### config.mk
export PLATFORM = sky130hd
export DESIGN_NAME = gbuf_bank
export DESIGN_NICKNAME = d
export VERILOG_FILES = /design/src/hdl/gbuf_pkg.sv /design/src/hdl/gbuf_bank.sv
export SDC_FILE = /design/constraint.sdc
export NUM_CORES = 1
export LEC_CHECK = 0
export ABC_AREA = 0
export BUFFER_PORTS_ARGS = -buffer_cell sky130_fd_sc_hd__buf_4
export CORE_AREA = 10 10 332 334
export CTS_CLUSTER_DIAMETER = 200
export DETAILED_ROUTE_END_ITERATION = 8
export DIE_AREA = 0 0 342 344
export PLACE_DENSITY = 0.61
export RECOVER_POWER = 25
export SLEW_MARGIN = 10
export SYNTH_ARGS = -nofsm -noshare
export SYNTH_HDL_FRONTEND = slang
export SYNTH_SLANG_ARGS = --single-unit
### constraint.sdc
create_clock -name clk -period 3.53 [get_ports clk]
set_input_delay 0.353 -clock clk [delete_from_list [all_inputs] [get_ports clk]]
set_output_delay 0.353 -clock clk [all_outputs]
set_load 0.02 [all_outputs]
### src/hdl/gbuf_pkg.sv
/*
  Shared sizes, stream codes and bus structs of the global buffer host link.
  Stream codes keep the host link encoding, so the host side must decode the same values.
  BANK_AW must give a power-of-two depth. Banks use the top level bit as full.
*/
`default_nettype none

package gbuf_pkg;

    //====================================================================
    // Sizes
    //====================================================================
    localparam int DATA_W        = 16;
    localparam int BANK_AW       = 6;
    localparam int BANK_DEPTH    = 1 << BANK_AW;
    localparam int NUM_BANKS     = 6;
    localparam int NUM_IN_BANKS  = 4;
    localparam int NUM_OUT_BANKS = 2;
    localparam int OUT_IDX_W     = $clog2(NUM_OUT_BANKS);

    // Transfer lengths in words
    localparam int BURST_LEN = 8;
    localparam int CFG_LEN   = 4;
    localparam int CNT_W     = $clog2(BURST_LEN);

    //====================================================================
    // Stream codes and structs
    //====================================================================
    typedef enum logic [3:0] {
        SEL_CFG    = 4'd0,
        SEL_ACT    = 4'd2,
        SEL_FLGACT = 4'd4,
        SEL_WEI    = 4'd6,
        SEL_FLGWEI = 4'd8,
        SEL_FLGOFM = 4'd10,
        SEL_OFM    = 4'd11
    } link_sel_e;

    typedef struct packed {
        logic              en;
        logic [DATA_W-1:0] data;
    } bank_wr_t;

    typedef struct packed {
        logic en;
    } bank_rd_t;

    typedef struct packed {
        logic [BANK_AW:0] level;
    } bank_stat_t;

    typedef struct packed {
        logic      active;
        link_sel_e sel;
        logic      upload;
    } link_grant_t;

    // One-hot bank mask of a stream code, empty for config
    function automatic logic [NUM_BANKS-1:0] sel_onehot(input link_sel_e sel);
        logic [NUM_BANKS-1:0] oh;
        oh = '0;
        case (sel)
            SEL_FLGWEI: oh[0] = 1'b1;
            SEL_WEI:    oh[1] = 1'b1;
            SEL_FLGACT: oh[2] = 1'b1;
            SEL_ACT:    oh[3] = 1'b1;
            SEL_FLGOFM: oh[4] = 1'b1;
            SEL_OFM:    oh[5] = 1'b1;
            default:    oh = '0;
        endcase
        return oh;
    endfunction

    // Stream code that serves a bank index
    function automatic link_sel_e bank_sel(input int idx);
        link_sel_e sel;
        case (idx)
            0:       sel = SEL_FLGWEI;
            1:       sel = SEL_WEI;
            2:       sel = SEL_FLGACT;
            3:       sel = SEL_ACT;
            4:       sel = SEL_FLGOFM;
            5:       sel = SEL_OFM;
            default: sel = SEL_CFG;
        endcase
        return sel;
    endfunction

endpackage

`default_nettype wire

### src/hdl/gbuf_bank.sv
/*
  One circular buffer bank of BANK_DEPTH words.
  Writes when full and reads when empty are dropped without notice.
  Read data arrives one cycle after an accepted read, with rd_valid.
*/
`timescale 1ns/10ps
`default_nettype none

module gbuf_bank (
    input  wire logic                      clk,
    input  wire logic                      rst_n,
    input  wire logic                      clear,
    input  gbuf_pkg::bank_wr_t             wr,
    input  gbuf_pkg::bank_rd_t             rd,
    output logic [gbuf_pkg::DATA_W-1:0]    rd_data,
    output logic                           rd_valid,
    output gbuf_pkg::bank_stat_t           stat
);
    import gbuf_pkg::*;

    logic [DATA_W-1:0]  mem [BANK_DEPTH];
    logic [BANK_AW-1:0] wr_ptr;
    logic [BANK_AW-1:0] rd_ptr;
    logic [BANK_AW:0]   count;
    logic               full;
    logic               empty;
    logic               wr_ok;
    logic               rd_ok;

    // Depth is a power of two, so the top count bit means full
    assign full  = count[BANK_AW];
    assign empty = (count == '0);
    assign wr_ok = wr.en & ~full;
    assign rd_ok = rd.en & ~empty;

    assign stat.level = count;

    //====================================================================
    // Pointers and level
    //====================================================================
    always_ff @(posedge clk or negedge rst_n) begin
        if (!rst_n) begin
            wr_ptr   <= '0;
            rd_ptr   <= '0;
            count    <= '0;
            rd_valid <= 1'b0;
        end else if (clear) begin
            wr_ptr   <= '0;
            rd_ptr   <= '0;
            count    <= '0;
            rd_valid <= 1'b0;
        end else begin
            rd_valid <= rd_ok;
            if (wr_ok) begin
                wr_ptr <= wr_ptr + 1'b1;
            end
            if (rd_ok) begin
                rd_ptr <= rd_ptr + 1'b1;
            end
            case ({wr_ok, rd_ok})
                2'b10:   count <= count + 1'b1;
                2'b01:   count <= count - 1'b1;
                default: count <= count;
            endcase
        end
    end

    // Storage
    always_ff @(posedge clk) begin
        if (wr_ok) begin
            mem[wr_ptr] <= wr.data;
        end
        if (rd_ok) begin
            rd_data <= mem[rd_ptr];
        end
    end

endmodule

`default_nettype wire

Yosys cells after proc, flatten, opt, wreduce, memory -nomap -nowiden
Memory sizes are Yosys's and may differ from the RTL's. A register that Yosys moved wholly into a read port is not among the register bits.
Cells that the tools add are included.
Cells by class
  magnitude comparators: 0
  reductions and logical operators: 4
  mux-type cells: 9
  $mul: 0
  bitwise gates (word level): 4
  $add $sub $neg: 4
  shift operators: 0
  div/mod/pow operators: 0
  equality and inequality tests: 2
Operator list (count)
  $mux W6: 4
  $pmux W7 S2: 1
  $add A6 B1 Y6 const B: 2
  $add A7 B1 Y7 const B: 1
  $logic_not A7 Y1: 1
  $mux W7: 1
  $sub A7 B1 Y7 const B: 1
  $reduce_bool A2 Y1: 2
  $mux W1: 3
  $reduce_bool A3 Y1: 1
  $and A1 B1 Y1: 2
  $eq A2 B1 Y1 const B: 1
  $eq A2 B2 Y1 const B: 1
  $not A1 Y1: 2
Storage, ports and cells
  logic and storage cells: 28
  memory bits (writable): 1024
  bits in read-only memories: 0
  output and inout port bits: 24
  memories kept: 1
  register bits: 20
  bits in latches: 0
  input bits: 21
Memory list
  mem: words 64, width 16, read ports 1, clocked after memory_dff 1, wr ports 1, line gbuf_bank.sv:21  | logic [DATA_W-1:0] mem [BANK_DEPTH];

Logic depth before layout (Yosys ltp)
  word-level depth: 6
  mapped depth: 12
  gate-level depth less buffers: 10

Worst setup path after synthesis
Ideal clock, no wire load.
  kind: register to register
  start: register count[6] (netlist: stat[6])
  end: memory mem[40][0], enable pin
  path buffers: 1
  slack: 0.262 ns
  setup time: 0.431 ns
  period minus slack after synthesis: 3.268 ns
  cell stages (with the launch flop): 5
  arrival time: 2.837 ns
  data required time: 3.099 ns
  cell sequence: dfrtp_1 nor2b_1 clkbuf_1 nand4b_1 nor4_1
On the way
  cells in the longest elaborated chain, start to end: 4
RTL lines
  start, declared: line gbuf_bank.sv:24  | logic [BANK_AW:0] count;
  start signal, assigned: line gbuf_bank.sv:61  | 2'b10: count <= count + 1'b1;
  start signal, assigned: line gbuf_bank.sv:62  | 2'b01: count <= count - 1'b1;
  start signal, assigned: line gbuf_bank.sv:63  | default: count <= count;
  $not A1 Y1: line gbuf_bank.sv:33  | assign wr_ok = wr.en & ~full;
  $and A1 B1 Y1: line gbuf_bank.sv:33
  $mux W1: line gbuf_bank.sv:70  | if (wr_ok) begin
  $mux W1 (implied by the code): line gbuf_bank.sv:71  | mem[wr_ptr] <= wr.data;
  end, declared: line gbuf_bank.sv:21
No other way between the ends.

==> impl_results.md <==
* Highest net fanout along the worst path at 32
* CP required at 3.92 ns
* Overflow left after global routing at 0
* Routed wire per std cell at 29.0 um
* Status: complete, but fails checks
* Initial antenna violation count at 6
* Post-synthesis xor/xnor area fraction at 0.00299
* CTS tree: yes
* Setup bufs post-CTS at 0
* Row Count at 118
* Post-synthesis mux area share at 0.173
* Met1 Routed Length at 41.9 mm
* Clk_skew at 0.0244 ns
* Worst slew pin tran at 3.14 ns
* Worst slew margin at -1.09
* Syn Std Cell Area at ~41000 um2
* Layout Area Growth over Synthesis at 14.5%
* HPWL after DPL at between 50 and 60 mm
* Syn_nets at 1825
* Most frequent cell after synthesis: edfxtp_1
* Fmax at 331 MHz
* DRC at 0
* TritonCTS Sinks at 1060
* Fraction of layout cells with a size suffix above 1 at 0.316
* Final-report max-slew violation count at 716
* Critical path arrival at roughly 3.4 ns
* DIE WIDTH at 342 um
* Distinct cells, synth at 48
* Capturing element type of the critical path: flop
* CP startpoint kind: flop
* TritonCTS Buffers at 105
* CTS Buffer Depth at 3
* DRT iter0 DRCs at 2075
* Maxcap violations at 11
* Async S/R FF share, synth at 0.0189
* Synth top area cells: edfxtp_1 76%, mux4_2 16%, dfrtp_1 1.2%
* Final setup fails at 0
* HP Class: primary input to flop
* Post-Synth Simple-Gate Area at 0.0224
* Post-synth top area cell: edfxtp_1
* DRT antenna net count at 0
* Post-synth EDFFs at 1040
* Buffers on Ports at 44
* Vias per inst at between 5 and 6
* Final Hold Fails at 0
* Setup_tns at 0 ns
* Tot Pwr at 30.3 mW
* RePlAce Congestion at 0.784
* Die Y at 344 um
* Leak at ~14 nW
* Synthesis warning total at 0
* Initial core utilization at 0.397
* First-pass GRT wire length at 143 mm
* PD cells at about 650 nW/um2
* Clock Latency Late Sink at 0.66 ns
* Clk root buf: clkbuf_16
* Seq/Total Area, Yosys at 0.774
* Met2 routed WL at 47.6 mm
* Fillers at about 8500
* Post-synth top area share at 0.761
* Yosys reg bits at 1060
* DIE AREA at 118000 um2
* Tmin final at 3.02 ns
* Post-synth top cells: 1040 x edfxtp_1, 294 x mux4_2, 89 x nor2_1, 46 x nand2_1, 44 x clkbuf_1
* H-tree levels at 3
* Post-route clock period utilization at 0.855
* RSZ-0062 raised after global routing: false
* Largest net degree at the start of global routing at 67
* Mapped Avg Cell Area at 22.8 um2
* Worst ir drop on vdd at 0.000508 V
* Largest family of logic cells by synthesized area: multiplexers
* Clock Pin Slew Worst Setup and Hold Paths at 0.06 ns
* # IOs at 45
* Post-Route WL at slightly below 100 mm
* Synth Area in Compound Gates at 0.0126
* GRT Resource Usage Total at 0.167
* Number of global-route vias before repair at 19600
* Fin nets at 1973
* Failing checks: capacitance limit, slew limit
* Primary FF master, synth: edfxtp_1
* Mapped Cells at 1800
* WL met3 at 7.47 mm
* Drt first pass iters at 5
* Core ar. at ~100000 um2
* Via count at just under 20000
* Adder-cell area share of the yosys netlist at 0.00122
* Top layer in use: met5
* Setup CP Type: flop to flop
power by group:
part / total, mW / internal [mW] / switching [mW] / leakage (nW)
Clock: 11.2 / 6.63 / 4.58 / 1.70
Combinational: 4.68 / 2.21 / 2.47 / 2.93
Sequential: 14.4 / 14.1 / 0.285 / 9.63
Total: 30.3 / 23.0 / 7.34 / 14.3
stage by stage:
step | cells | hold slack [ns] | utilization | setup WS [ns] | cell area [um2]
2_1_floorplan | 1800 | 0.0574 | - | 0.262 | 41000
3_3_place_gp | 3220 | 0.267 | 0.422 | 0.540 | 43500
3_5_place_dp | 3220 | 0.271 | 0.422 | 0.550 | 43500
4_1_cts | 3417 | 0.0409 | 0.456 | 0.535 | 47000
5_1_grt | 3417 | 0.0610 | 0.455 | 0.413 | 47000
6_report | 3419 | 0.0662 | 0.455 | 0.513 | 47000
layout by cell type, fill, tap and decap left out, types with 16 or more instances in the layout:
cell       netlist  final
nor2_2           0     32
nand2_1         46     46
clkinv_1         0     20
nand3_1         16     16
nor2_1          89     57
buf_4            8    121
dfrtp_1         20     16
edfxtp_1      1040   1040
clkbuf_16        0    108
mux2i_1         34     34
mux4_2         294    294
clkbuf_1        44     33
clkinv_2         0     25
layout make-up:
class                   instances  area [um2]  area share
flip-flops and latches       1060       31700       0.676
multi-input cells             631        8800       0.187
clock buffers                 130        2800      0.0595
well taps                    1380        1730      0.0368
repair buffers                146        1200      0.0256
clock inverters                66         683      0.0145
inverters                       4        15.0    0.000320
diodes                          2        5.00    0.000107
worst max-delay path, stage by stage (launching register included):
cell and delay, ns:
dfrtp_4 0.79, buf_12 0.33, buf_12 0.18, buf_4 0.17, nand2b_1 0.24, a211oi_1 0.58, a21oi_1 0.08, nand3_1 0.22
nand2_1 0.09
timing repair:
| action | in CTS | in global routing |
|---|---|---|
| hold buffers | 1 | 0 |
| endpoints found under the hold margin | 20 | 0 |
| gates resized for setup | 0 | 0 |
metal layers:
metal  up-vias  GRT usage
li1       7903          -
met1     10500      0.236
met2       760      0.266
met3       119     0.0328
met4         4     0.0421
met5         -          0
registers in the layout (all words and copies together), names as in the netlist:
name      count
rd_ptr        6
rd_valid      1
mem        1024
wr_ptr        6
rd_data      16
stat          7
logic make-up (layout without fill, tap and decap cells):
family / Yosys count / in the layout
and+or+nand+nor: 201 / 201
AOI/OAI and AO/OA: 72 / 72
other: 0 / 2
muxes: 340 / 340
adders and majority gates: 4 / 4
xor gates and xnor gates: 14 / 14
DFF: 1060 / 1060
buffers and inverters: 109 / 346
final timing paths:
check                                from  slack (ns)          to  cells past startpoint
worst max-delay path            rd_ptr[2]        0.51  rd_data[2]                      8
worst min-delay path                clear        0.07   rd_ptr[2]                      2
worst max register to register  rd_ptr[2]        0.51  rd_data[2]                      8
worst min register to register    stat[5]        0.66     stat[5]                      2
max in group asynchronous           rst_n        2.00   rd_ptr[0]                      2
min in group asynchronous           rst_n        0.55   rd_ptr[2]                      2
(Power assumes the default switching activity.)
