**src/hdl/gbuf_pkg.sv**
```systemverilog
/*
  Shared sizes, stream codes and bus structs of the global buffer host link.
  Stream codes keep the host link encoding, so the host side must decode the same values.
  BANK_AW must give a power-of-two depth. Banks use the top level bit as full.
*/
`default_nettype none

package gbuf_pkg;

    //====================================================================
    // Sizes
    //====================================================================
    localparam int DATA_W        = 16;
    localparam int BANK_AW       = 6;
    localparam int BANK_DEPTH    = 1 << BANK_AW;
    localparam int NUM_BANKS     = 6;
    localparam int NUM_IN_BANKS  = 4;
    localparam int NUM_OUT_BANKS = 2;
    localparam int OUT_IDX_W     = $clog2(NUM_OUT_BANKS);

    // Transfer lengths in words
    localparam int BURST_LEN = 8;
    localparam int CFG_LEN   = 4;
    localparam int CNT_W     = $clog2(BURST_LEN);

    //====================================================================
    // Stream codes and structs
    //====================================================================
    typedef enum logic [3:0] {
        SEL_CFG    = 4'd0,
        SEL_ACT    = 4'd2,
        SEL_FLGACT = 4'd4,
        SEL_WEI    = 4'd6,
        SEL_FLGWEI = 4'd8,
        SEL_FLGOFM = 4'd10,
        SEL_OFM    = 4'd11
    } link_sel_e;

    typedef struct packed {
        logic              en;
        logic [DATA_W-1:0] data;
    } bank_wr_t;

    typedef struct packed {
        logic en;
    } bank_rd_t;

    typedef struct packed {
        logic [BANK_AW:0] level;
    } bank_stat_t;

    typedef struct packed {
        logic      active;
        link_sel_e sel;
        logic      upload;
    } link_grant_t;

    // One-hot bank mask of a stream code, empty for config
    function automatic logic [NUM_BANKS-1:0] sel_onehot(input link_sel_e sel);
        logic [NUM_BANKS-1:0] oh;
        oh = '0;
        case (sel)
            SEL_FLGWEI: oh[0] = 1'b1;
            SEL_WEI:    oh[1] = 1'b1;
            SEL_FLGACT: oh[2] = 1'b1;
            SEL_ACT:    oh[3] = 1'b1;
            SEL_FLGOFM: oh[4] = 1'b1;
            SEL_OFM:    oh[5] = 1'b1;
            default:    oh = '0;
        endcase
        return oh;
    endfunction

    // Stream code that serves a bank index
    function automatic link_sel_e bank_sel(input int idx);
        link_sel_e sel;
        case (idx)
            0:       sel = SEL_FLGWEI;
            1:       sel = SEL_WEI;
            2:       sel = SEL_FLGACT;
            3:       sel = SEL_ACT;
            4:       sel = SEL_FLGOFM;
            5:       sel = SEL_OFM;
            default: sel = SEL_CFG;
        endcase
        return sel;
    endfunction

endpackage

`default_nettype wire

```
**src/hdl/link_demux.sv**
```systemverilog
/*
  Steers inbound link words to the config port or an input bank.
  Output banks are written by the core only. Purely combinational.
*/
`timescale 1ns/10ps
`default_nettype none

module link_demux (
    input  gbuf_pkg::link_grant_t          grant,
    input  wire logic                      link_in_valid,
    input  wire logic [gbuf_pkg::DATA_W-1:0] link_in_data,
    input  wire logic [gbuf_pkg::NUM_OUT_BANKS-1:0] core_wr,
    input  wire logic [gbuf_pkg::DATA_W-1:0] core_wr_data [gbuf_pkg::NUM_OUT_BANKS],
    output gbuf_pkg::bank_wr_t             bank_wr [gbuf_pkg::NUM_BANKS],
    output logic                           cfg_valid,
    output logic [gbuf_pkg::DATA_W-1:0]    cfg_word
);
    import gbuf_pkg::*;

    logic                 inbound;
    logic                 is_cfg;
    logic [NUM_BANKS-1:0] sel_oh;

    // Strobed word of an active inbound transfer
    assign inbound = grant.active & ~grant.upload & link_in_valid;
    assign is_cfg  = (grant.sel == SEL_CFG);
    assign sel_oh  = sel_onehot(grant.sel);

    assign cfg_valid = inbound & is_cfg;
    assign cfg_word  = is_cfg ? link_in_data : '0;

    //====================================================================
    // Bank write structs
    //====================================================================
    always_comb begin
        for (int i = 0; i < NUM_IN_BANKS; i++) begin
            bank_wr[i].en   = inbound & sel_oh[i];
            bank_wr[i].data = link_in_data;
        end
        // Output maps come from the core
        for (int j = 0; j < NUM_OUT_BANKS; j++) begin
            bank_wr[NUM_IN_BANKS + j].en   = core_wr[j];
            bank_wr[NUM_IN_BANKS + j].data = core_wr_data[j];
        end
    end

endmodule

`default_nettype wire

```
**config.mk**
```make
export PLATFORM = sky130hd
export DESIGN_NAME = link_demux
export DESIGN_NICKNAME = d
export VERILOG_FILES = /design/src/hdl/gbuf_pkg.sv /design/src/hdl/link_demux.sv
export SDC_FILE = /design/constraint.sdc
export NUM_CORES = 1
export LEC_CHECK = 0
export BUFFER_PORTS_ARGS = -buffer_cell sky130_fd_sc_hd__buf_4
export CORE_MARGIN = 10
export CORE_UTILIZATION = 27
export DETAILED_ROUTE_END_ITERATION = 6
export PLACE_DENSITY = 0.82
export SYNTH_ARGS = -nofsm -noshare
export SYNTH_HDL_FRONTEND = slang
export SYNTH_SLANG_ARGS = --single-unit
```
**constraint.sdc**
```tcl
create_clock -name vclk -period 1
set_input_delay 0.15 -clock vclk [all_inputs]
set_output_delay 0.15 -clock vclk [all_outputs]
set_load 0.005 [all_outputs]
```
* Yosys cells after proc, flatten, opt, wreduce, memory -nomap -nowiden
Cells that the tools add are included.
** Cells by class
- Reductions and logical operators :: 1
- Mux-type cells :: 5
- Bitwise logic cells :: 8
- Equality and inequality tests :: 4
** Operators by type and width (number)
- $mux 16 :: 1
- $eq 4x3->1 const B :: 2
- $and 1x1->1 :: 7
- $eq 4x2->1 const B :: 1
- $eq 4x4->1 const B :: 1
- $logic_not 4->1 :: 1
- $mux 1 :: 4
- $not 1->1 :: 1
** Word-level totals
- Input bits :: 57
- Output and inout bits :: 119
- Flip-flop bits (word level) :: 0

* Longest topological paths before layout
Gate-level depths: netlist of run 1.
- Depth in word-level cells :: 4
- Gate-level depth with buffers :: 3
- Gate-level depth less buffers :: 2

* Worst setup path before layout of run 1
Ideal clock, no wire load.
- Path kind :: input-to-output
- From :: input grant[2] in the netlist's numbering
- To :: output cfg_word[10] in the netlist's numbering
- Cell stages on the path :: 3
- Data required time :: 0.850 ns
- Arrival time :: 0.802 ns
- Setup slack :: 0.048 ns
- Path through :: nor4_4 buf_6 and2_2
** Between the ends
- Cells in the longest elaborated chain, start to end :: 2
** Ends and longest elaborated chain
- from (decl) :: RTL line link_demux.sv:9 : input gbuf_pkg::link_grant_t grant,
- $logic_not 4->1 :: RTL line link_demux.sv:26 : assign is_cfg = (grant.sel == SEL_CFG);
- $mux 16 :: RTL line link_demux.sv:30 : assign cfg_word = is_cfg ? link_in_data : '0;
- to (decl) :: RTL line link_demux.sv:16 : output logic [gbuf_pkg::DATA_W-1:0] cfg_word
No other way between the ends.

* Worst setup path after layout of run 1
- From :: input grant[4] in the netlist's numbering
- To :: output cfg_word[15] in the netlist's numbering
The elaborated chain is that of the path after synthesis.

==> flow_summary.json, run 1 <==
{
  "power.static_leakage_nw": 0.689,
  "die_w_um": 79.2,
  "placement.setup.worst_slack_ns": -0.192,
  "initialDrtViolationCount": 1,
  "drt_wl_total_mm": 3.05,
  "drt-pass1-iter-count": 2,
  "floorplan_die_area_mm2": 0.00627,
  "die_h_um": 79.2,
  "via_count": 746,
  "ant_nets": 0,
  "post_layout_util_pct": 37.2,
  "fin_crit_ns": 1.16,
  "post_synthesis_cell_area_um2": 946,
  "finalHoldWorstSlack_ns": 0.300,
  "power.density_mw_per_mm2": 357,
  "synthesis.yosys.warnings": 0,
  "flow.area_growth_from_synthesis_pct": 32.1,
  "num-clock-buffers": 0,
  "core_mm2": 0.00336,
  "synthesis.area_per_instance_um2": 7.57,
  "final_nets": 200,
  "synthDistinctLibCells": 11,
  "irDropWorstVdd_mv": 0.139,
  "end_kind": "output port",
  "timing.final.ws_setup_ns": -0.157,
  "share_of_layout_cells_above_drive_strength_1_pct": 96.5,
  "critPathMaxFanout": 6,
  "timing.critical_path.required_ns": 0.85,
  "tightest_slew_ns": 0.274,
  "grt_setup_unrepaired": "yes",
  "failing_checks": "setup timing",
  "floorplan.rows": 21,
  "report.final.slew_viol_count": 0,
  "via_count_of_the_first_global_routing_pass": 845,
  "antenna-diode-count": 0,
  "synthesis.instances": 125,
  "finalHoldViolations": 0,
  "peak_freq_mhz": 864,
  "drt-wirelength-per-cell_um": 16.3,
  "io-pin-count": 176,
  "slew-limit-headroom_pct": 81.6,
  "routability_congestion_estimate": 0.714,
  "met2_wirelength_mm": 1.31,
  "route.layer.met1.wl_um": 941,
  "grt_antenna_before_repair": 0,
  "ys_seq_area_share_pct": 0,
  "ff_latch_area_um2": 0,
  "finalSetupViolCount": 21,
  "totalNegativeSetupSlack_ns": -2.65,
  "critPathKind": "in -> out",
  "final.period_utilization_pct": 116,
  "grt_start_max_net_pins": 11,
  "initial_utilization_pct": 28.1,
  "port-buffer-count": 108,
  "commonest_non_fill_non_tap_cell_in_the_layout": "buf_4",
  "grt_pass1_wl_mm": 4.22,
  "viasPerCell": 3.99,
  "hold_class": "in -> out",
  "estimated_wirelength_of_the_detail_placed_design_mm": 2.66,
  "critPathArrivalTime_ns": 1.01,
  "groute.usage.overall_pct": 7.82,
  "synth_nets": 182,
  "drv_cap": 0,
  "drc": 0,
  "dr.max_layer_used": "met4",
  "layout.sequential_cells": 0,
  "status": "finished, violations left",
  "worstSetupStartpointType": "input pin",
  "grt_overflow_total": 0,
  "final_cell_mix": "buf_4, buf_6, and2_2, and2_4, and2_1",
  "detailroute.wirelength.met3_um": 723
}
[where the power goes]
part	internal (mW)	total, mW	switching (mW)	leakage [nW]
clock	0	0	0	0
sequential	0	0	0	0
combinational	0.278	0.447	0.168	0.689
total	0.278	0.447	0.168	0.689
[through the flow]
step / cells / power [mW] / cell area [um2]
2_1_floorplan: 125 / 0.345 / 946
3_3_place_gp: 185 / 0.404 / 1100
3_5_place_dp: 185 / 0.408 / 1100
4_1_cts: 186 / 0.431 / 1180
5_1_grt: 187 / 0.486 / 1250
6_report: 187 / 0.447 / 1250
[final cells by class]
type	count	area [um2]
Fill cell	342	2110
Timing Repair Buffer	115	920
Multi-Input combinational cell	26	273
Tap cell	46	57.6
[layer usage]
| layer | global-route usage, % | up-vias |
|---|---|---|
| li1 | - | 323 |
| met1 | 6.27 | 326 |
| met2 | 13.6 | 91 |
| met3 | 7.32 | 6 |
| met4 | 1.97 | 0 |
| met5 | 0 | - |
[final timing paths]
check / from / end / slack, ns / cells past startpoint
setup / recovery: grant[4] / cfg_word[15] / -0.16 / 5
hold / removal: core_wr_data[19] / bank_wr[20] / 0.30 / 0
[critical path, stage by stage]
cell and delay (ns):
buf_8 0.10, nor4_4 0.32, buf_4 0.20, and2_4 0.14
buf_6 0.09
[cell usage after synthesis]
| cell type | count | area share, % |
|---|---|---|
| and2_2 | 12 | 9.5 |
| buf_6 | 1 | 1.2 |
| nand2b_1 | 2 | 1.3 |
| nor4_1 | 3 | 2.0 |
| or2b_1 | 1 | 0.79 |
| buf_4 | 98 | 78 |
| nand3b_1 | 1 | 0.79 |
| nor3_1 | 1 | 0.53 |
| and4b_2 | 1 | 1.2 |
| nor4_4 | 1 | 2.2 |
| and2_1 | 4 | 2.6 |
[logic make-up (layout without fill, tap and decap cells)]
family	count (synthesis)	after routing	synth area share, %
buffers and inverters	99	115	79.0
AND/OR/NAND/NOR	26	26	21.0
[timing repair]
action	4_1_cts	5_1_grt
gates resized for setup	21	11
hold buffers	0	0
endpoints found under the setup margin	21	21
buffers inserted	1	1
pin swaps	8	3
(Power assumes the default switching activity.)
==> run 2: changes to the inputs <==
- CORE_ASPECT_RATIO: not set -> 0.75
==> flow_summary.json, run 2 (synthesis gave the netlist of run 1 again) <==
{
  "placement.setup.worst_slack_ns": -0.180,
  "floorplan.rows": 18,
  "fillers": 334,
  "finalHoldViolations": 0,
  "initialDrtViolationCount": 1,
  "drt-pass1-iter-count": 2,
  "power.static_leakage_nw": 0.709,
  "floorplan_die_area_mm2": 0.00630,
  "status": "finished, violations left",
  "clkPwrFrac_pct": 0,
  "end_kind": "output port",
  "routability_congestion_estimate": 0.651,
  "worstSetupStartpointType": "input pin",
  "p_total_mw": 0.462,
  "final.period_utilization_pct": 118,
  "design_area_mm2": 0.00131,
  "viasPerCell": 3.99,
  "critical_path.endpoint": "cfg_word[11]",
  "critPathMaxFanout": 5,
  "critPathKind": "in -> out",
  "final_cell_mix": "buf_4, buf_6, and2_4",
  "io-pin-count": 176,
  "timing.hold.worst_path_depth": 0,
  "drc": 0,
  "drt_wl_total_mm": 3.11,
  "port-buffer-count": 108,
  "swShare_pct": 37.0,
  "switching_power_mw": 0.171,
  "commonest_non_fill_non_tap_cell_in_the_layout": "buf_4",
  "place.detailed.instances": 180,
  "grt_start_max_net_pins": 10,
  "flow.area_growth_from_synthesis_pct": 38.0,
  "peak_freq_mhz": 846,
  "share_of_layout_cells_above_drive_strength_1_pct": 95.9,
  "post_layout_util_pct": 39.2,
  "via_count_of_the_first_global_routing_pass": 760,
  "totalNegativeSetupSlack_ns": -3.36,
  "final_nets": 206,
  "report.final.slew_viol_count": 0,
  "drt-wirelength-per-cell_um": 16.6,
  "grt_pass1_wl_mm": 3.76,
  "sequentialPowerShare_pct": 0,
  "timing.critical_path.required_ns": 0.85,
  "via_count": 746,
  "irDropWorstVdd_mv": 0.208,
  "slew-limit-headroom_pct": 84.2,
  "drv_cap": 0,
  "groute.usage.overall_pct": 7.04,
  "finalHoldWorstSlack_ns": 0.300,
  "num-clock-buffers": 0,
  "hold_class": "in -> out",
  "final_cells": 187,
  "power.density_mw_per_mm2": 354,
  "ff_latch_area_um2": 0,
  "fin_crit_ns": 1.18,
  "critPathArrivalTime_ns": 1.03,
  "tightest_slew_ns": 0.235,
  "finalSetupViolCount": 21,
  "comb_power_share_pct": 100.0,
  "core_mm2": 0.00333,
  "die_h_um": 71.3,
  "antenna-diode-count": 0,
  "ant_nets": 0,
  "initial_utilization_pct": 28.4,
  "layout.sequential_cells": 0,
  "hold_buffers": 0,
  "cp-startpoint": "grant[4]",
  "cellInternalPower_mw": 0.291,
  "grt_antenna_before_repair": 0,
  "die_w_um": 88.3,
  "failing_checks": "setup timing",
  "grt_setup_unrepaired": "yes",
  "timing.final.ws_setup_ns": -0.182,
  "placement.cell_area_mm2": 0.00110,
  "estimated_wirelength_of_the_detail_placed_design_mm": 2.51,
  "grt_overflow_total": 0
}
[run 2: cell types whose count changed in the layout (fill, tap and decap cells not counted), sizes merged]
cell and delta:
buf +6
[run 2: area by class of cell]
class | count | area, um2 | share of cell area, %
repair buffers | 121 | 998 | 76.5
multi-input cells | 26 | 256 | 19.7
well taps | 40 | 50.0 | 3.84
[run 2: repair_timing]
action / 4_1_cts / 5_1_grt
gates resized for setup: 20 / 21
setup endpoints to repair: 21 / 21
gates cloned: 0 / 1
pin swaps: 2 / 16
buffers inserted: 1 / 5
[run 2: power groups by stage]
stage	registers (mW)	logic (mW)	clock network, mW
4_1_cts	0	0.428	0
5_1_grt	0	0.497	0
3_5_place_dp	0	0.408	0
6_report	0	0.462	0
2_1_floorplan	0	0.345	0
3_3_place_gp	0	0.403	0
[run 2: worst min-delay path by stage]
stage,from,to
CTS,core_wr_data[11],bank_wr[11]
floorplan,grant[1],bank_wr[101]
detailed placement,core_wr_data[11],bank_wr[11]
global route,core_wr_data[18],bank_wr[19]
finish,core_wr_data[12],bank_wr[12]
global placement,core_wr_data[11],bank_wr[11]
[run 2: worst max-delay path, stage by stage]
cell	delay, ns
buf_8	0.10
nor4_4	0.24
buf_4	0.18
buf_6	0.12
and2_1	0.12
buf_4	0.11
[run 2: per-layer routing]
layer	track usage (%)	wire, um
met1	5.15	902
met2	12.4	1450
met3	8.02	741
met4	0.537	16
met5	0	0
