**config.mk**
```make
export PLATFORM = sky130hd
export DESIGN_NAME = link_upload
export DESIGN_NICKNAME = d
export VERILOG_FILES = /design/src/hdl/gbuf_pkg.sv /design/src/hdl/link_upload.sv
export SDC_FILE = /design/constraint.sdc
export NUM_CORES = 1
export LEC_CHECK = 0
export BUFFER_PORTS_ARGS = -buffer_cell sky130_fd_sc_hd__buf_2
export CAP_MARGIN = 20
export CORE_AREA = 4 4 79 81
export CTS_CLUSTER_DIAMETER = 150
export DETAILED_ROUTE_END_ITERATION = 10
export DIE_AREA = 0 0 83 85
export GPL_ROUTABILITY_DRIVEN = 0
export GPL_TIMING_DRIVEN = 0
export SYNTH_ARGS = -nofsm -noshare
export SYNTH_HDL_FRONTEND = slang
export SYNTH_SLANG_ARGS = --single-unit
```
**constraint.sdc**
```tcl
create_clock -name clk -period 1.8 [get_ports clk]
set_clock_uncertainty 0.1 [all_clocks]
set_input_delay 0.09 -clock clk [delete_from_list [all_inputs] [get_ports clk]]
set_output_delay 0.09 -clock clk [all_outputs]
set_load 0.01 [all_outputs]
```
**src/hdl/gbuf_pkg.sv**
```systemverilog
/*
  Shared sizes, stream codes and bus structs of the global buffer host link.
  Stream codes keep the host link encoding, so the host side must decode the same values.
  BANK_AW must give a power-of-two depth. Banks use the top level bit as full.
*/
`default_nettype none

package gbuf_pkg;

    //====================================================================
    // Sizes
    //====================================================================
    localparam int DATA_W        = 16;
    localparam int BANK_AW       = 6;
    localparam int BANK_DEPTH    = 1 << BANK_AW;
    localparam int NUM_BANKS     = 6;
    localparam int NUM_IN_BANKS  = 4;
    localparam int NUM_OUT_BANKS = 2;
    localparam int OUT_IDX_W     = $clog2(NUM_OUT_BANKS);

    // Transfer lengths in words
    localparam int BURST_LEN = 8;
    localparam int CFG_LEN   = 4;
    localparam int CNT_W     = $clog2(BURST_LEN);

    //====================================================================
    // Stream codes and structs
    //====================================================================
    typedef enum logic [3:0] {
        SEL_CFG    = 4'd0,
        SEL_ACT    = 4'd2,
        SEL_FLGACT = 4'd4,
        SEL_WEI    = 4'd6,
        SEL_FLGWEI = 4'd8,
        SEL_FLGOFM = 4'd10,
        SEL_OFM    = 4'd11
    } link_sel_e;

    typedef struct packed {
        logic              en;
        logic [DATA_W-1:0] data;
    } bank_wr_t;

    typedef struct packed {
        logic en;
    } bank_rd_t;

    typedef struct packed {
        logic [BANK_AW:0] level;
    } bank_stat_t;

    typedef struct packed {
        logic      active;
        link_sel_e sel;
        logic      upload;
    } link_grant_t;

    // One-hot bank mask of a stream code, empty for config
    function automatic logic [NUM_BANKS-1:0] sel_onehot(input link_sel_e sel);
        logic [NUM_BANKS-1:0] oh;
        oh = '0;
        case (sel)
            SEL_FLGWEI: oh[0] = 1'b1;
            SEL_WEI:    oh[1] = 1'b1;
            SEL_FLGACT: oh[2] = 1'b1;
            SEL_ACT:    oh[3] = 1'b1;
            SEL_FLGOFM: oh[4] = 1'b1;
            SEL_OFM:    oh[5] = 1'b1;
            default:    oh = '0;
        endcase
        return oh;
    endfunction

    // Stream code that serves a bank index
    function automatic link_sel_e bank_sel(input int idx);
        link_sel_e sel;
        case (idx)
            0:       sel = SEL_FLGWEI;
            1:       sel = SEL_WEI;
            2:       sel = SEL_FLGACT;
            3:       sel = SEL_ACT;
            4:       sel = SEL_FLGOFM;
            5:       sel = SEL_OFM;
            default: sel = SEL_CFG;
        endcase
        return sel;
    endfunction

endpackage

`default_nettype wire

```
**src/hdl/link_upload.sv**
```systemverilog
/*
  Reads the granted output bank once per cycle during an upload.
  Assumes the bank holds a full burst at grant time, as the scheduler ensures.
  Core read enables and data of the input banks pass through here too.
*/
`timescale 1ns/10ps
`default_nettype none

module link_upload (
    input  wire logic                      clk,
    input  wire logic                      rst_n,
    input  wire logic                      clear,
    input  gbuf_pkg::link_grant_t          grant,
    input  wire logic [gbuf_pkg::NUM_IN_BANKS-1:0] core_rd,
    input  wire logic [gbuf_pkg::DATA_W-1:0] bank_rd_data [gbuf_pkg::NUM_BANKS],
    input  wire logic [gbuf_pkg::NUM_BANKS-1:0] bank_rd_valid,
    output gbuf_pkg::bank_rd_t             bank_rd [gbuf_pkg::NUM_BANKS],
    output logic                           upload_step,
    output logic                           link_out_valid,
    output logic [gbuf_pkg::DATA_W-1:0]    link_out_data,
    output logic [gbuf_pkg::NUM_IN_BANKS-1:0] core_rd_valid,
    output logic [gbuf_pkg::DATA_W-1:0]    core_rd_data [gbuf_pkg::NUM_IN_BANKS]
);
    import gbuf_pkg::*;

    logic [NUM_BANKS-1:0] grant_oh;
    logic [OUT_IDX_W-1:0] grant_idx;
    logic [OUT_IDX_W-1:0] ret_idx;

    assign grant_oh    = sel_onehot(grant.sel);
    assign upload_step = grant.active & grant.upload;

    // Output bank index of the current grant
    always_comb begin
        grant_idx = '0;
        for (int j = 0; j < NUM_OUT_BANKS; j++) begin
            if (grant_oh[NUM_IN_BANKS + j]) begin
                grant_idx = OUT_IDX_W'(j);
            end
        end
    end

    //====================================================================
    // Read enables
    //====================================================================
    always_comb begin
        for (int i = 0; i < NUM_IN_BANKS; i++) begin
            bank_rd[i].en = core_rd[i];
        end
        for (int j = 0; j < NUM_OUT_BANKS; j++) begin
            bank_rd[NUM_IN_BANKS + j].en = upload_step & grant_oh[NUM_IN_BANKS + j];
        end
    end

    // Bank whose data returns next cycle
    always_ff @(posedge clk or negedge rst_n) begin
        if (!rst_n) begin
            ret_idx <= '0;
        end else if (clear) begin
            ret_idx <= '0;
        end else if (upload_step) begin
            ret_idx <= grant_idx;
        end
    end

    //====================================================================
    // Return data
    //====================================================================
    assign link_out_valid = bank_rd_valid[NUM_IN_BANKS + ret_idx];
    assign link_out_data  = bank_rd_data[NUM_IN_BANKS + ret_idx];

    always_comb begin
        for (int i = 0; i < NUM_IN_BANKS; i++) begin
            core_rd_valid[i] = bank_rd_valid[i];
            core_rd_data[i]  = bank_rd_data[i];
        end
    end

endmodule

`default_nettype wire

```
Word-level counts from Yosys, hierarchy flattened
Index checks and enable logic that the tools add are counted.
W data, S select, Z words.
{"block": "totals", "ff_bits": 1, "input_bits": 115, "out_inout_bits": 92, "wordCells": 21}
{"block": "op_classes", "n_addsub": 1, "n_lt_le_gt_ge": 2, "eq_ne": 2, "muxes": 10, "bitwise_logic": 4, "n_reduce_logical": 1}
{"cell": "$bmux W16 S3", "n": 1}
{"cell": "$ge A33 B4 Y1 const B", "n": 1}
{"cell": "$not A4 Y33", "n": 1}
{"cell": "$lt A32 B4 Y1 const B", "n": 1}
{"cell": "$mux W16", "n": 2}
{"cell": "$eq A4 B4 Y1 const B", "n": 2}
{"cell": "$mux W1", "n": 6}
{"cell": "$add A3 B1 Y4 const A", "n": 1}
{"cell": "$and A1 B1 Y1", "n": 3}
{"cell": "$bmux W1 S3", "n": 1}
{"cell": "$reduce_bool A2 Y1", "n": 1}

Logic depth before layout (Yosys ltp)
Gate-level depths: netlist of run 1.
{"block": "depth", "word_depth": 5, "ltp_mapped": 4, "ltp_nobuf": 2}

Worst setup path after synthesis of run 1
Ideal clock, no wire load.
{"block": "synth_timing", "path_type": "reg2out", "startpoint": "register ret_idx", "endpoint": "output link_out_data[10] (netlist bit)", "t_arrival_ps": 924, "required_ps": 1610, "path_slack_ps": 686, "path_stages_with_launch": 4, "path_buffers": 2, "path_cell_list": "dfrtp_1 > buf_6 > buf_12 > mux2_2"}
{"block": "synth_via", "elab_chain_cells": 5}
{"item": "from (decl)", "line_no": "link_upload.sv:28", "rtl": "logic [OUT_IDX_W-1:0] ret_idx;"}
{"item": "from (signal assigned)", "line_no": "link_upload.sv:62", "rtl": "ret_idx <= grant_idx;"}
{"item": "$add A3 B1 Y4", "line_no": "link_upload.sv:70", "rtl": "assign link_out_data = bank_rd_data[NUM_IN_BANKS + ret_idx];"}
{"item": "$not A4 Y33 (not written as such)", "line_no": "link_upload.sv:70"}
{"item": "$bmux W16 S3", "line_no": "link_upload.sv:70"}
{"item": "$mux W16 (not written as such) (2 in series)", "line_no": "link_upload.sv:70"}
{"item": "to (decl)", "line_no": "link_upload.sv:20", "rtl": "output logic [gbuf_pkg::DATA_W-1:0] link_out_data,"}
No other way between the ends. The select of a mux whose other input is x is not followed.

Worst setup path in the final report of run 1
{"block": "layout_timing", "startpoint": "register ret_idx", "endpoint": "output link_out_data[6] (netlist bit)"}
The elaborated chain is that of the path after synthesis.

==> results of run 1 <==
## cells in the final DEF (no fill, tap or decap)
cell type / n
sky130_fd_sc_hd__dfrtp_1: 1
sky130_fd_sc_hd__buf_2: 134
sky130_fd_sc_hd__buf_6: 1
sky130_fd_sc_hd__and4b_1: 1
sky130_fd_sc_hd__and3b_1: 1
sky130_fd_sc_hd__o32ai_2: 1
sky130_fd_sc_hd__and2_1: 1
sky130_fd_sc_hd__dlygate4sd3_1: 1
sky130_fd_sc_hd__buf_12: 1
sky130_fd_sc_hd__buf_4: 72
sky130_fd_sc_hd__nand3b_1: 1
sky130_fd_sc_hd__and3_1: 1
sky130_fd_sc_hd__mux2_2: 17
sky130_fd_sc_hd__nand4b_1: 1
sky130_fd_sc_hd__inv_1: 1
## per-layer routing
metal,GRT usage (%),vias to the layer above
met5,0,-
met4,0,0
met3,3.981,0
met2,15.38,120
met1,7.155,445
li1,-,522
## cells by family (layout without fill, tap and decap cells)
| logic type | Yosys count | after routing | share of synthesized area (%) |
|---|---|---|---|
| AO/OA/AOI/OAI | 1 | 1 | 1.901 |
| buffers and inverters | 75 | 210 | 67.25 |
| flip-flops | 1 | 1 | 2.924 |
| multiplexers | 17 | 17 | 22.37 |
| AND/OR/NAND/NOR | 6 | 6 | 5.557 |
## power by group
part / switching [mW] / internal (mW) / total, mW
clock network: 0 / 0 / 0
registers: 0.0000954 / 0.0231 / 0.0232
logic: 0.133 / 0.221 / 0.355
## through the flow
step | cell area [µm²] | instances | utilization, % | hold slack, ns | setup WS (ns)
final | 1627 | 307 | 29.72 | 0.2103 | 0.5330
after global placement | 1617 | 306 | 29.54 | -0.2356 | 0.5291
after detailed placement | 1617 | 306 | 29.54 | -0.2334 | 0.5271
after floorplan | 855.8 | 100 | - | -0.3056 | 0.6865
after CTS | 1627 | 307 | 29.72 | 0.2151 | 0.5230
after global routing | 1627 | 307 | 29.72 | 0.2259 | 0.5096
## synth_stat cells
master | n | area share, %
sky130_fd_sc_hd__buf_12 | 1 | 2.3
sky130_fd_sc_hd__nand4b_1 | 1 | 1.0
sky130_fd_sc_hd__o32ai_2 | 1 | 1.9
sky130_fd_sc_hd__nand3b_1 | 1 | 0.88
sky130_fd_sc_hd__buf_6 | 1 | 1.3
sky130_fd_sc_hd__mux2_2 | 17 | 22
sky130_fd_sc_hd__and3_1 | 1 | 0.73
sky130_fd_sc_hd__buf_4 | 72 | 63
sky130_fd_sc_hd__and2_1 | 1 | 0.73
sky130_fd_sc_hd__inv_1 | 1 | 0.44
sky130_fd_sc_hd__and4b_1 | 1 | 1.2
sky130_fd_sc_hd__dfrtp_1 | 1 | 2.9
sky130_fd_sc_hd__and3b_1 | 1 | 1.0
## worst reg2reg max path, stage by stage (launching register included)
cell,delay (ns)
sky130_fd_sc_hd__dfrtp_1,0.32
sky130_fd_sc_hd__buf_6,0.15
sky130_fd_sc_hd__buf_12,0.13
sky130_fd_sc_hd__inv_1,0.05
sky130_fd_sc_hd__o32ai_2,0.23
## path summary, 6_finish.rpt
| check | to | slack (ns) | depth (start not counted) |
|---|---|---|---|
| min | ret_idx$_DFFE_PN0P_ | 0.21 | 2 |
| max in group asynchronous | ret_idx$_DFFE_PN0P_ | 1.21 | 2 |
| max | link_out_data[6] | 0.53 | 4 |
| min reg2reg | ret_idx$_DFFE_PN0P_ | 0.72 | 4 |
| max reg2reg | ret_idx$_DFFE_PN0P_ | 0.72 | 4 |
| min in group asynchronous | ret_idx$_DFFE_PN0P_ | 0.30 | 2 |
## area by class of cell
cell class	count	share of cell area (%)
buffer	74	35.15
inverter	1	0.2308
multi-input combinational	24	15.69
sequential	1	1.538
tap	72	5.538
timing repair buffer	135	41.85
## timing repair
action,4_1_cts,5_1_grt
setup endpoints to repair,0,0
hold buffers,1,0
buffers inserted,0,0
endpoints found under the hold margin,1,0
==> run metrics, run 1 <==
register area 25.02 µm²; vias per cell 3.541; 1st-iter DRT viols 6; top routing layer in use met3; power per unit of standard cell area 232.4 nW/µm²; category of the worst setup path launch point flip-flop; total overflow reported by the global router 0; IO Port Bufs 134; number of buffer and inverter instances along the worst setup path 3; Mapped Area 855.8 µm²; stage delay of the slowest cell on the critical path 0.34 ns; antenna violations before repair 0; first-pass GRT wire length 4.823 mm; status finished clean; DRC 0; worst path cell trace buf_6 > buf_12 > mux2_2 > buf_2; Cell variety after synth 13; clk slew on worst S/H paths 0 ns; synthesis-stage register bit count 1; source of the worst register-to-register timing path ret_idx$_DFFE_PN0P_; total detailed-routing wirelength 3.270 mm; post-synthesis instance total 100; average footprint of a synthesized cell 8.558 µm²; total core area 5473 µm²; height of the die 85 µm; fmax 0.7892 GHz; unrepaired setup endpoints after global routing false; detailed-routing wirelength on met1 888 µm; synth warn 0; final setup TNS 0 ns; CP endpoint kind output pin; number of rows created at floorplan 27; worst setup path startpoint ret_idx$_DFFE_PN0P_; maximum vdd drop 0.0001097 V; Detailed Place HPWL 3.182 mm; share of the yosys chip area belonging to registers 2.924%; register containing the most flip-flops in the final layout ret_idx; max-slew violation count 0; Final Hold Fails 0; number of flip-flops in the largest register 1; starting density of the core 15.64%; required arrival time at the worst endpoint 1.61 ns; Detail Route met2 WL 1.755 mm; final setup vio count 0; largest fanout on the critical path 10; Clock Latency Late Sink 0 ns; final cycle utilization of the critical path 70.39%; transition time at the pin with the least slew margin 0.1736 ns; number of gates resized after CTS 0; max-cap viol count 0; full die area 7055 µm²; vias in the first global route 1099; maximum number of pins on one net before global-route repair 11; static leakage 0.9974 nW; boundary pin count 207; ant diodes 0; total power 378.0 µW; post-detailed-route count of antenna-violating nets 0; final critical-path required period 1.267 ns; GRT Resource Usage Total 7.593%; footprint of the multi-input gates 255.2 µm²; wire per inst 10.65 µm; router iterations before antenna repair 4; share of layout cells above drive strength 1 96.17%; number of vias after detailed routing 1087; registers with the most flip-flops ret_idx (1); Crit-path slowest cell sky130_fd_sc_hd__mux2_2; area growth from synthesis to layout 90.06%; met3 wire length 626 µm; worst slew slack as a fraction of its limit 88.42%; Post-Synthesis Net Count 215; fill cell total of the finished layout 604; origin of the worst min-delay path clear; path category of the worst min-delay check in2reg; worst setup path category reg2out; cell family with the largest share of critical-path delay buffers and inverters; die outline width 83 µm; Worst EP arrival 1.08 ns; nets@finish 352
No activity file was read; power rests on OpenSTA's default activity.
==> inputs of run 2 (changes only) <==
- CORE_AREA: 4 4 79 81 -> 4 4 78 80
- DIE_AREA: 0 0 83 85 -> 0 0 82 84
- clock period: 1.8 -> 1.2 ns (I/O delays scaled with it)
==> run 2 against run 1 <==
Against the previous run: core utilization increased by 0.79 points; critical path type unchanged; setup slack got worse by 0.50 ns; largest power group unchanged; largest cell class unchanged; highest routed layer unchanged; cell count increased by 0.65%; design area increased by 1.4%; critical path depth decreased by 1; register-to-register slack got worse by 0.54 ns; flip-flop and latch count unchanged; first-iteration DRC count increased by 17%; via count increased by 2.3%; sequential share of layout area increased by 0.055 points; sequential power increased by 52%.
==> run metrics, run 2 (synthesis results as in run 1) <==
nets@finish 354; Register-to-Register Setup Slack 0.18 ns; depth of the worst hold-timing path 2; router iterations before antenna repair 4; 1st-iter DRT viols 7; max-slew violation count 0; most frequent standard cell in the layout excluding fill and tap cells sky130_fd_sc_hd__buf_2; Worst Setup Slack post-DPL -0.02878 ns; die outline width 82 µm; worst setup path category reg2out; final cycle utilization of the critical path 97.24%; fill cell total of the finished layout 591; most used routing layer in global routing met2; GRT Resource Usage Total 7.393%; clk slew on worst S/H paths 0 ns; height of the die 84 µm; stage delay of the slowest cell on the critical path 0.39 ns; final setup vio count 0; wire per inst 11.02 µm; Clock Latency Late Sink 0 ns; number of rows created at floorplan 27; maximum vdd drop 0.0001780 V; fraction of met3 tracks used by global routing 2.700%; vias per cell 3.599; largest fanout on the critical path 10; register containing the most flip-flops in the final layout ret_idx; origin of the worst min-delay path clear; path category of the worst min-delay check in2reg; maximum number of pins on one net before global-route repair 11; cell family with the largest share of critical-path delay flip-flops; total detailed-routing wirelength 3.405 mm; ant diodes 0; first-pass GRT wire length 4.298 mm; post-layout instance count excluding filler cells 309; top library cells by usage in the layout, fill and taps aside 133 x sky130_fd_sc_hd__buf_2, 75 x sky130_fd_sc_hd__buf_4, 16 x sky130_fd_sc_hd__mux2_2; number of buffer and inverter instances along the worst setup path 2; status finished clean; worst path cell trace buf_12 > mux2_2 > buf_2; DRC 0; required arrival time at the worst endpoint 1.04 ns; Worst Hold Path EP ret_idx$_DFFE_PN0P_; cell count after placement 306; met1 Usage GRT 6.101%; worst slew slack as a fraction of its limit 88.14%; worst-case setup margin in the final layout 0.03311 ns; power per unit of standard cell area 347.2 nW/µm²; unrepaired setup endpoints after global routing false; Reg2Reg Depth 3; static leakage 1.011 nW; share of layout cells above drive strength 1 96.62%; full die area 6888 µm²; fmax 0.8570 GHz; source of the worst register-to-register timing path ret_idx$_DFFE_PN0P_; total overflow reported by the global router 0; max-cap viol count 0; Detailed Place HPWL 3.289 mm; final critical-path required period 1.167 ns; boundary pin count 207; transition time at the pin with the least slew margin 0.1780 ns; Crit-path slowest cell sky130_fd_sc_hd__dfrtp_2; final core occ 30.51%; total power 572.5 µW; area growth from synthesis to layout 92.69%; number of flip-flops in the largest register 1; Final Hold Fails 0; vias in the first global route 1038; CP endpoint kind output pin; total core area 5405 µm²; M2 GR Usage 16.31%; registers with the most flip-flops ret_idx (1); number of vias after detailed routing 1112; category of the worst setup path launch point flip-flop; Worst EP arrival 1.01 ns; destination of the worst register-to-register timing path ret_idx$_DFFE_PN0P_; post-detailed-route count of antenna-violating nets 0; antenna violations before repair 0; IO Port Bufs 134; starting density of the core 15.83%; critical path depth 3
run 2: changes by cell type in the layout (fill, tap and decap cells not counted), sizes merged:
cell,change
buf,+2
run 2: where the power goes:
| group | total [mW] | switching (mW) | internal, mW | leakage [nW] |
|---|---|---|---|---|
| clock | 0 | 0 | 0 | 0 |
| sequential | 0.0353 | 0.000593 | 0.0347 | 0.0123 |
| combinational | 0.537 | 0.201 | 0.336 | 0.999 |
| total | 0.573 | 0.202 | 0.371 | 1.01 |
run 2: worst max-delay path by stage:
stage | start | endpoint | slack, ns
2_1_floorplan | ret_idx$_DFFE_PN0P_ | link_out_data[10] | 0.12
3_3_place_gp | ret_idx$_DFFE_PN0P_ | link_out_data[8] | -0.04
3_5_place_dp | ret_idx$_DFFE_PN0P_ | link_out_data[7] | -0.03
4_1_cts | ret_idx$_DFFE_PN0P_ | link_out_data[7] | 0.01
5_1_grt | ret_idx$_DFFE_PN0P_ | link_out_data[14] | 0.003
6_report | ret_idx$_DFFE_PN0P_ | link_out_data[7] | 0.03
run 2: area by class of cell:
type,instances,area (µm²),area share [%]
timing repair buffer,138,709.4,43.02
buffer,73,560.5,33.99
sequential,1,26.28,1.593
tap,72,90.09,5.463
multi-input combinational,24,259.0,15.71
inverter,1,3.754,0.2276
run 2: per-stage QoR:
step / hold WS, ns / instance area [µm²] / TNS [ns]
2_1_floorplan: -0.3356 / 855.8 / 0
3_3_place_gp: -0.2592 / 1617 / -0.2640
3_5_place_dp: -0.2571 / 1617 / -0.1721
4_1_cts: 0.1880 / 1649 / 0
5_1_grt: 0.1976 / 1649 / 0
6_report: 0.1788 / 1649 / 0
run 2: what timing repair did:
action / CTS / global route
resized for setup: 0 / 3
endpoints found under the setup margin: 9 / 15
hold endpoints to repair: 1 / 0
hold buffers: 1 / 0
setup buffers: 3 / 0
run 2: layer usage:
metal  vias to the layer above  wire length [µm]  part of all wire, %
li1                        529                 -                    -
met1                       463               883                   26
met2                       120              1807                   53
met3                         0               714                   21
met4                         0                 0                    0
met5                         -                 0                    0
